===== src/verilog/cpu16_params.svh =====
`ifndef CPU16_PARAMS_SVH
`define CPU16_PARAMS_SVH

`define CPU16_DATA_W 16
`define CPU16_REG_N 16
`define CPU16_IMEM_DEPTH 256
`define CPU16_APB_AW 12

// Byte addresses on the APB port.
`define CPU16_ADDR_CTRL 'h000
`define CPU16_ADDR_STATUS 'h004
`define CPU16_ADDR_PC 'h008

// Word i of each window sits at base plus 4i.
`define CPU16_IMEM_BASE 'h400
`define CPU16_REG_BASE 'h800

// CTRL bit 0 starts the core.
// STATUS bit 0 busy, bit 1 halted, bits 4..2 N V Z.

`endif


===== src/verilog/cpu16Pkg.sv =====
`default_nettype none

`include "cpu16_params.svh"

package cpu16Pkg;

  typedef logic [`CPU16_DATA_W-1:0] word_t;
  typedef logic [$clog2(`CPU16_REG_N)-1:0] regIdx_t;
  typedef logic [$clog2(`CPU16_IMEM_DEPTH)-1:0] imemAddr_t; // Also the PC.

  typedef enum logic [3:0] {
    ADD = 4'h0,
    SUB = 4'h1,
    AND = 4'h2,
    XOR = 4'h3,
    SLL = 4'h4,
    SRA = 4'h5,
    LLI = 4'h6,
    LHI = 4'h7,
    B   = 4'h8,
    HLT = 4'hf
  } opcode_t;

  typedef struct packed {
    logic n;
    logic v;
    logic z;
  } flags_t;

  // Every field view of one instruction word.
  typedef struct packed {
    opcode_t    op;
    regIdx_t    rd;
    regIdx_t    rs;
    regIdx_t    rt;
    logic [7:0] imm8;
    logic [2:0] cond;
    logic [8:0] offset9; // Two's complement.
  } decoded_t;

  typedef enum logic [1:0] {
    IDLE,
    FETCH,
    EXEC,
    HALT
  } ctrlState_t;

endpackage

`default_nettype wire


===== src/verilog/regFile.sv =====
`timescale 1ns/10ps
`default_nettype none

`include "cpu16_params.svh"

module regFile import cpu16Pkg::*; (
  input  wire logic    clk,
  input  wire logic    rstN,
  input  wire regIdx_t srcReg1,
  input  wire regIdx_t srcReg2,
  input  wire regIdx_t dstReg,
  input  wire logic    writeReg,
  input  wire word_t   dstData,
  output word_t        srcData1,
  output word_t        srcData2
);

  // Register 0 has no storage.
  logic [`CPU16_REG_N-1:1] wordline;
  word_t                   regs [1:`CPU16_REG_N-1];

  // Write decoder, one strobe per register.
  always_comb begin
    for (int i = 1; i < `CPU16_REG_N; i++) begin
      wordline[i] = writeReg && (dstReg == regIdx_t'(i));
    end
  end

  always_ff @(posedge clk or negedge rstN) begin
    if (!rstN) begin
      for (int i = 1; i < `CPU16_REG_N; i++) begin
        regs[i] <= '0;
      end
    end else begin
      for (int i = 1; i < `CPU16_REG_N; i++) begin
        if (wordline[i]) begin
          regs[i] <= dstData;
        end
      end
    end
  end

  // Muxed read ports.
  always_comb begin
    srcData1 = '0;
    srcData2 = '0;
    if (srcReg1 != '0) begin
      srcData1 = regs[srcReg1];
    end
    if (srcReg2 != '0) begin
      srcData2 = regs[srcReg2];
    end
  end

endmodule

`default_nettype wire


===== src/verilog/alu.sv =====
`timescale 1ns/10ps
`default_nettype none

module alu import cpu16Pkg::*; (
  input  wire opcode_t    op,
  input  wire word_t      a,
  input  wire word_t      b,
  input  wire logic [7:0] imm8,
  input  wire logic [3:0] shamt,
  output word_t           result,
  output flags_t          flagsOut
);

  localparam int Msb = $bits(word_t) - 1;

  word_t sum;
  word_t diff;
  logic  addOvf;
  logic  subOvf;

  assign sum  = a + b;
  assign diff = a - b;

  // Same-sign operands giving a different-sign result.
  assign addOvf = (a[Msb] == b[Msb]) && (sum[Msb] != a[Msb]);
  assign subOvf = (a[Msb] != b[Msb]) && (diff[Msb] != a[Msb]);

  always_comb begin
    case (op)
      ADD: result = sum;
      SUB: result = diff;
      AND: result = a & b;
      XOR: result = a ^ b;
      SLL: result = a << shamt;
      SRA: result = word_t'($signed(a) >>> shamt); // Sign fill.
      LLI: result = word_t'(imm8);
      LHI: result = {imm8, a[7:0]};
      default: result = '0;
    endcase
  end

  always_comb begin
    flagsOut.n = result[Msb];
    flagsOut.z = (result == '0);
    case (op)
      ADD: flagsOut.v = addOvf;
      SUB: flagsOut.v = subOvf;
      default: flagsOut.v = 1'b0;
    endcase
  end

endmodule

`default_nettype wire


===== src/verilog/instrMem.sv =====
`timescale 1ns/10ps
`default_nettype none

`include "cpu16_params.svh"

module instrMem import cpu16Pkg::*; (
  input  wire logic      clk,
  input  wire logic      we,
  input  wire imemAddr_t waddr,
  input  wire word_t     wdata,
  input  wire imemAddr_t raddr,
  output word_t          rdata
);

  word_t mem [`CPU16_IMEM_DEPTH];

  // Host load port.
  always_ff @(posedge clk) begin
    if (we) begin
      mem[waddr] <= wdata;
    end
  end

  // Core fetch port, one cycle of latency.
  always_ff @(posedge clk) begin
    rdata <= mem[raddr];
  end

endmodule

`default_nettype wire


===== src/verilog/apbRegs.sv =====
`timescale 1ns/10ps
`default_nettype none

`include "cpu16_params.svh"

module apbRegs import cpu16Pkg::*; (
  input  wire logic                     clk,
  input  wire logic                     rstN,
  input  wire logic                     psel,
  input  wire logic                     penable,
  input  wire logic                     pwrite,
  input  wire logic [`CPU16_APB_AW-1:0] paddr,
  input  wire word_t                    pwdata,
  input  wire logic                     busy,
  input  wire logic                     halted,
  input  wire flags_t                   flags,
  input  wire imemAddr_t                pc,
  input  wire word_t                    srcData1,
  output word_t                         prdata,
  output logic                          pready,
  output logic                          pslverr,
  output logic                          start,
  output regIdx_t                       dbgReg,
  output logic                          imemWe,
  output imemAddr_t                     imemWaddr,
  output word_t                         imemWdata
);

  localparam int unsigned ImemEnd = `CPU16_IMEM_BASE + 4 * `CPU16_IMEM_DEPTH;
  localparam int unsigned RegEnd  = `CPU16_REG_BASE + 4 * `CPU16_REG_N;

  int unsigned addr;
  logic        access;
  logic        aligned;
  logic        hitCtrl;
  logic        hitStatus;
  logic        hitPc;
  logic        hitImem;
  logic        hitReg;
  logic        mapped;

  assign addr    = 32'(paddr);
  assign access  = psel && penable; // Access phase, pready is always high.
  assign aligned = (paddr[1:0] == 2'b00);

  assign hitCtrl   = (addr == `CPU16_ADDR_CTRL);
  assign hitStatus = (addr == `CPU16_ADDR_STATUS);
  assign hitPc     = (addr == `CPU16_ADDR_PC);
  assign hitImem   = aligned && (addr >= `CPU16_IMEM_BASE) && (addr < ImemEnd);
  assign hitReg    = aligned && (addr >= `CPU16_REG_BASE) && (addr < RegEnd);
  assign mapped    = hitCtrl || hitStatus || hitPc || hitImem || hitReg;

  // Memory and register file belong to the core while it runs.
  assign pslverr = access &&
                   (!mapped || (busy && ((hitImem && pwrite) || (hitReg && !pwrite))));
  assign pready  = 1'b1;

  assign imemWe    = access && pwrite && hitImem && !busy;
  assign imemWaddr = imemAddr_t'(paddr >> 2);
  assign imemWdata = pwdata;
  assign dbgReg    = regIdx_t'(paddr >> 2); // Used by the core only when idle.

  always_ff @(posedge clk or negedge rstN) begin
    if (!rstN) begin
      start <= 1'b0;
    end else begin
      start <= access && pwrite && hitCtrl && pwdata[0];
    end
  end

  always_comb begin
    prdata = '0;
    if (hitStatus) begin
      prdata = word_t'({flags, halted, busy});
    end else if (hitPc) begin
      prdata = word_t'(pc);
    end else if (hitReg && !busy) begin
      prdata = srcData1;
    end
  end

endmodule

`default_nettype wire


===== src/verilog/cpuCtrl.sv =====
`timescale 1ns/10ps
`default_nettype none

module cpuCtrl import cpu16Pkg::*; (
  input  wire logic    clk,
  input  wire logic    rstN,
  input  wire logic    start,
  input  wire regIdx_t dbgReg,
  input  wire word_t   instr,
  input  wire word_t   aluResult,
  input  wire flags_t  aluFlags,
  output logic         busy,
  output logic         halted,
  output flags_t       flags,
  output imemAddr_t    pc,
  output imemAddr_t    fetchAddr,
  output regIdx_t      srcReg1,
  output regIdx_t      srcReg2,
  output regIdx_t      dstReg,
  output logic         writeReg,
  output opcode_t      aluOp,
  output logic [7:0]   imm8
);

  ctrlState_t state;
  ctrlState_t stateNext;
  decoded_t   dec;
  logic       execute;
  logic       writesRd;
  logic       writesNv;
  logic       writesZ;
  logic       taken;
  logic [8:0] target;
  imemAddr_t  pcNext;

  assign busy    = (state == FETCH) || (state == EXEC);
  assign halted  = (state == HALT);
  assign execute = (state == EXEC);

  always_comb begin
    dec.op      = opcode_t'(instr[15:12]);
    dec.rd      = instr[11:8];
    dec.rs      = instr[7:4];
    dec.rt      = instr[3:0];
    dec.imm8    = instr[7:0];
    dec.cond    = instr[11:9];
    dec.offset9 = instr[8:0];
  end

  // Write-back and flag masks.
  always_comb begin
    writesRd = 1'b0;
    writesNv = 1'b0;
    writesZ  = 1'b0;
    case (dec.op)
      ADD, SUB: begin
        writesRd = 1'b1;
        writesNv = 1'b1;
        writesZ  = 1'b1;
      end
      AND, XOR, SLL, SRA: begin
        writesRd = 1'b1;
        writesZ  = 1'b1;
      end
      LLI, LHI: begin
        writesRd = 1'b1;
      end
      default: begin
      end
    endcase
  end

  always_comb begin
    case (dec.cond)
      3'b000: taken = !flags.z;
      3'b001: taken = flags.z;
      3'b010: taken = !flags.z && !flags.n;
      3'b011: taken = flags.n;
      3'b100: taken = flags.v;
      3'b111: taken = 1'b1;
      default: taken = 1'b0;
    endcase
  end

  // Offset is relative to the next instruction, wraps at 256.
  assign target = 9'(pc) + 9'd1 + dec.offset9;
  assign pcNext = (dec.op == B && taken) ? imemAddr_t'(target) : pc + 1'b1;

  always_comb begin
    stateNext = state;
    case (state)
      IDLE, HALT: begin
        if (start) begin
          stateNext = FETCH;
        end
      end
      FETCH: stateNext = EXEC;
      EXEC: stateNext = (dec.op == HLT) ? HALT : FETCH;
      default: stateNext = IDLE;
    endcase
  end

  always_ff @(posedge clk or negedge rstN) begin
    if (!rstN) begin
      state <= IDLE;
      pc    <= '0;
      flags <= '0;
    end else begin
      state <= stateNext;
      if (!busy && start) begin
        pc <= '0;
      end else if (execute && dec.op != HLT) begin
        pc <= pcNext; // HLT keeps its own address.
      end
      if (execute && writesNv) begin
        flags.n <= aluFlags.n;
        flags.v <= aluFlags.v;
      end
      if (execute && writesZ) begin
        flags.z <= aluFlags.z;
      end
    end
  end

  assign fetchAddr = pc;
  assign srcReg1   = !busy ? dbgReg : ((dec.op == LHI) ? dec.rd : dec.rs);
  assign srcReg2   = dec.rt; // Shift amount for SLL and SRA.
  assign dstReg    = dec.rd;
  assign writeReg  = execute && writesRd;
  assign aluOp     = dec.op;
  assign imm8      = dec.imm8;

endmodule

`default_nettype wire


===== src/verilog/cpu16Top.sv =====
`timescale 1ns/10ps
`default_nettype none

`include "cpu16_params.svh"

module cpu16Top import cpu16Pkg::*; (
  input  wire logic                     clk,
  input  wire logic                     rstN,
  input  wire logic                     psel,
  input  wire logic                     penable,
  input  wire logic                     pwrite,
  input  wire logic [`CPU16_APB_AW-1:0] paddr,
  input  wire word_t                    pwdata,
  output word_t                         prdata,
  output logic                          pready,
  output logic                          pslverr
);

  logic       busy;
  logic       halted;
  flags_t     flags;
  imemAddr_t  pc;
  logic       start;
  regIdx_t    dbgReg;
  logic       imemWe;
  imemAddr_t  imemWaddr;
  word_t      imemWdata;
  imemAddr_t  fetchAddr;
  word_t      instr;
  regIdx_t    srcReg1;
  regIdx_t    srcReg2;
  regIdx_t    dstReg;
  logic       writeReg;
  word_t      srcData1;
  word_t      srcData2;
  opcode_t    aluOp;
  logic [7:0] imm8;
  word_t      aluResult;
  flags_t     aluFlags;

  apbRegs apbRegs0 (
    .clk, .rstN, .psel, .penable, .pwrite, .paddr, .pwdata,
    .busy, .halted, .flags, .pc, .srcData1,
    .prdata, .pready, .pslverr, .start, .dbgReg,
    .imemWe, .imemWaddr, .imemWdata
  );

  instrMem instrMem0 (
    .clk, .we(imemWe), .waddr(imemWaddr), .wdata(imemWdata),
    .raddr(fetchAddr), .rdata(instr)
  );

  cpuCtrl cpuCtrl0 (
    .clk, .rstN, .start, .dbgReg, .instr, .aluResult, .aluFlags,
    .busy, .halted, .flags, .pc, .fetchAddr,
    .srcReg1, .srcReg2, .dstReg, .writeReg, .aluOp, .imm8
  );

  regFile regFile0 (
    .clk, .rstN, .srcReg1, .srcReg2, .dstReg, .writeReg,
    .dstData(aluResult), .srcData1, .srcData2
  );

  // The rt field doubles as the shift amount.
  alu alu0 (
    .op(aluOp), .a(srcData1), .b(srcData2), .imm8, .shamt(srcReg2),
    .result(aluResult), .flagsOut(aluFlags)
  );

endmodule

`default_nettype wire


===== config.mk =====
export PLATFORM = sky130hd
export DESIGN_NAME = cpu16Top
export DESIGN_NICKNAME = d
export VERILOG_FILES = /design/src/verilog/cpu16Pkg.sv /design/src/verilog/regFile.sv /design/src/verilog/alu.sv /design/src/verilog/instrMem.sv /design/src/verilog/apbRegs.sv /design/src/verilog/cpuCtrl.sv /design/src/verilog/cpu16Top.sv
export VERILOG_INCLUDE_DIRS = /design/src /design/src/verilog
export SDC_FILE = /design/constraint.sdc
export NUM_CORES = 2
export LEC_CHECK = 0
export CORE_MARGIN = 1.5
export CORE_UTILIZATION = 47
export CTS_CLUSTER_SIZE = 10
export DETAILED_ROUTE_END_ITERATION = 10
export DONT_BUFFER_PORTS = 1
export PLACE_DENSITY_LB_ADDON = 0.2
export SLEW_MARGIN = 5
export SYNTH_ARGS = -nofsm -noshare
export SYNTH_HDL_FRONTEND = slang
export SYNTH_SLANG_ARGS = --single-unit

===== constraint.sdc =====
create_clock -name clk -period 9.6 [get_ports clk]
set_input_delay 1.92 -clock clk [delete_from_list [all_inputs] [get_ports clk]]
set_output_delay 1.92 -clock clk [all_outputs]
set_load 0.005 [all_outputs]

==> out/results.ini <==
[status]
outcome = finished, violations left
violations = max-slew violations

[logic_synthesis]
async_flop_share_pct = 5.818
syn_inst = 8537
synth_top_family_by_area = multiplexers
ys_dominant_reg_cell = edfxtp_1
ys_seq_area_share_pct = 73.99
synth_common_cells = 4096 x edfxtp_1, 1256 x mux4_2, 452 x nor2_1, 365 x clkbuf_1, 364 x nand2_1
synth.distinct_cells = 106
synthMuxAreaShare_pct = 18.59
synth-simple-area-share_pct = 2.474
synth_compound_area_share_pct = 3.185
synth-edff-count = 4096
ys_top_cells_by_area = edfxtp_1 70%, mux4_2 16%, dfrtp_1 3.6%
synthesis.area_um2 = 175300
synth_top_cell_area_share_pct = 70.18
syn_area_per_cell_um2 = 20.53
yosysMostFrequentCell = edfxtp_1
synthXorXnorAreaFrac_pct = 0.07496
yosys.area.top_type = edfxtp_1
yosys_warnings = 0
synth_fa_ha_area_share_pct = 0.3341
ys_ff_latch = 4366
syn-num-nets = 8615

[grt]
grt_max_degree = 258
grt_usage_pct = 25.18
grt_first_pass_wirelength_um = 675000
antenna_found_initial = 30
gr-total-overflow = 0
grt_pass1_vias = 88590

[route]
ant_nets = 0
initialDrtViolationCount = 11374
via_count = 88156
route.detailed.drc = 0
routedWlPerCell_um = 34.00
viasPerCell = 6.303
firstDrtPassIters = 6
drt-total-wl_um = 475500

[cells_and_area]
finish.utilization_pct = 52.71
final_cells = 13986
drive_gt1_share_pct = 26.47
area_growth_pct = 11.77
fillers = 28729
layout.nets = 8922

[sta]
rsz0062_at_grt = false
finalCriticalPeriod_ns = 8.078
setup_viol = 0
fmax_ghz = 0.1238
tightest_slew_ns = 1.815
final_hold_viol_count = 0
slew_headroom_pct = -21.02
drv_slew = 162
hold_slack_ns = 0.5021
skew_ns = 0.07822
min_period_over_period_pct = 84.15
setup_tns_ns = 0

[critical_path]
arrival_ns = 8.96
slowest_delay_ns = 0.87
start_kind = register
r2r_cells = 21
crit_end = cpuCtrl0.flags[0]
ff2ff_setup_slack_ns = 1.52
cpMaxStageDelayCell = ha_1
crit_fanout = 29
cp.required_ns = 10.48
end_kind = register
crit_chain = inv_1 -> ha_1 -> mux2i_1 -> mux2i_4 -> buf_4 -> mux2i_1 -> a32oi_1 -> a31oi_1 -> a21oi_1 -> ha_1 -> o21bai_1 -> a21bo_2 -> o41ai_1 -> o41ai_1 -> o31ai_1 -> xor2_1 -> nor2_1 -> a221oi_1 -> nand3_1 -> nand4b_1 -> o31ai_2
crit_type = register to register
rr_endpoint = cpuCtrl0.flags[0]
startpoint = cpuCtrl0.state[0]
reg2reg_from = cpuCtrl0.state[0]

[power_and_ir_drop]
p_per_area_nw_per_um2 = 299.5
max-vdd-ir-drop_mv = 0.2644
total_power_mw = 58.67
p_leak_nw = 61.66

[clock_tree]
postCtsSetupBuffers = 0
clockBufferDepth = 4
path_clk_slew_ns = 0.06
h-tree-depth = 5
postCtsHoldBufs = 0
root_buffer = clkbuf_16
cts_tree = yes
clock-sinks = 4366
ctsResizeCount = 0
cts_buffers = 484
clock_latency_ns = 1.00

[placement]
routabilityCongestion = 0.9363
dpl.cell_count = 13330
io_buffers = 0
dp_hpwl_um = 271700

[floorplan]
die-area_um2 = 376600
core_um2 = 371600
die_y_um = 613.7
die_width_um = 613.7
rows = 224
start_util_pct = 47.16
io_pins = 51

[job]
drv_cap = 0

[worst_hold_path]
worstHoldPathType = register to register

-- metrics by stage --
stage          instance area, um^2  setup WS, ns
2_1_floorplan               175300         2.911
3_3_place_gp                182600         1.375
3_5_place_dp                182600         1.282
5_1_grt                     195800         1.276
6_report                    195900         1.522
4_1_cts                     195800         1.732
-- kinds of logic after synthesis --
logic type,Yosys count
other cells,1
buf+inv,590
compound gates,831
mux,1671
xor+xnor,15
fa+ha+maj,45
simple gates,1018
flops,4366
-- power breakdown --
part | switching, mW | internal [mW]
clock network | 7.07 | 9.12
logic | 12.4 | 8.22
registers | 0.657 | 21.2
total | 20.2 | 38.5
-- metal layers --
| metal | routed length, um | vias up | track usage (%) |
|---|---|---|---|
| met4 | 16620 | 6 | 8.197 |
| met1 | 198200 | 47440 | 36.72 |
| met5 | 41 | - | 0 |
| li1 | - | 36069 | - |
| met3 | 39710 | 719 | 4.631 |
| met2 | 220900 | 3922 | 38.65 |
-- layout by cell type (no fill, tap or decap), types with 13 or more instances in the layout --
cell and count:
o22ai_1 60, a31oi_1 35, dfrtp_1 248, mux4_2 1256
nand2_1 351, and3_1 16, a32oi_1 30, diode_2 29
inv_1 44, nor3_1 27, buf_4 336, nand3_1 43
a211oi_1 16, o221ai_1 118, o21ai_1 17, dfxtp_1 13
nor2_1 381, clkbuf_16 489, ha_1 42, nor2_2 72
mux2_2 73, o21ai_0 164, a21oi_1 222, clkbuf_1 99
buf_12 20, nand2_2 13, nor2b_1 23, mux2i_1 332
nand4_1 19, edfxtp_1 4096
-- worst max-delay path, delay by kind of cell, from the launching register on --
| family | cells | cell delay (ns) |
|---|---|---|
| AOI/OAI and AO/OA | 10 | 3.07 |
| xor gates and xnor gates | 1 | 0.19 |
| adders and majority gates | 2 | 1.34 |
| buffers and inverters | 2 | 0.58 |
| DFF | 1 | 0.38 |
| muxes | 3 | 1.23 |
| and+or+nand+nor | 3 | 1.13 |
-- sequential cells by signal (all words and copies together) (netlist names) --
register            cells
apbRegs0.start          1
cpuCtrl0.fetchAddr      8
cpuCtrl0.flags          3
cpuCtrl0.state          2
instrMem0.mem        4096
instrMem0.rdata        16
regFile0.regs         240
-- worst min path at each step --
| stage | from | to | slack, ns | depth (start not counted) |
|---|---|---|---|---|
| 2_1_floorplan | apbRegs0.start | cpuCtrl0.state[1] | 0.46 | 1 |
| 3_3_place_gp | apbRegs0.start | cpuCtrl0.state[1] | 0.47 | 1 |
| 3_5_place_dp | apbRegs0.start | cpuCtrl0.state[1] | 0.49 | 1 |
| 4_1_cts | apbRegs0.start | cpuCtrl0.state[1] | 0.49 | 1 |
| 5_1_grt | apbRegs0.start | cpuCtrl0.state[1] | 0.52 | 1 |
| 6_report | apbRegs0.start | cpuCtrl0.state[1] | 0.50 | 1 |
-- cell type report --
class,instances,area [um^2],share of cell area [%]
Antenna cell,29,72.57,0.03705
Tap cell,4972,6221,3.176
Sequential cell,4366,129700,66.21
Clock inverter,36,576.8,0.2944
Inverter,55,216.5,0.1105
Clock buffer,591,12650,6.457
Multi-Input combinational cell,3581,43530,22.22
Timing Repair Buffer,356,2923,1.492
Note: power is estimated with default switching activity, not from simulation.
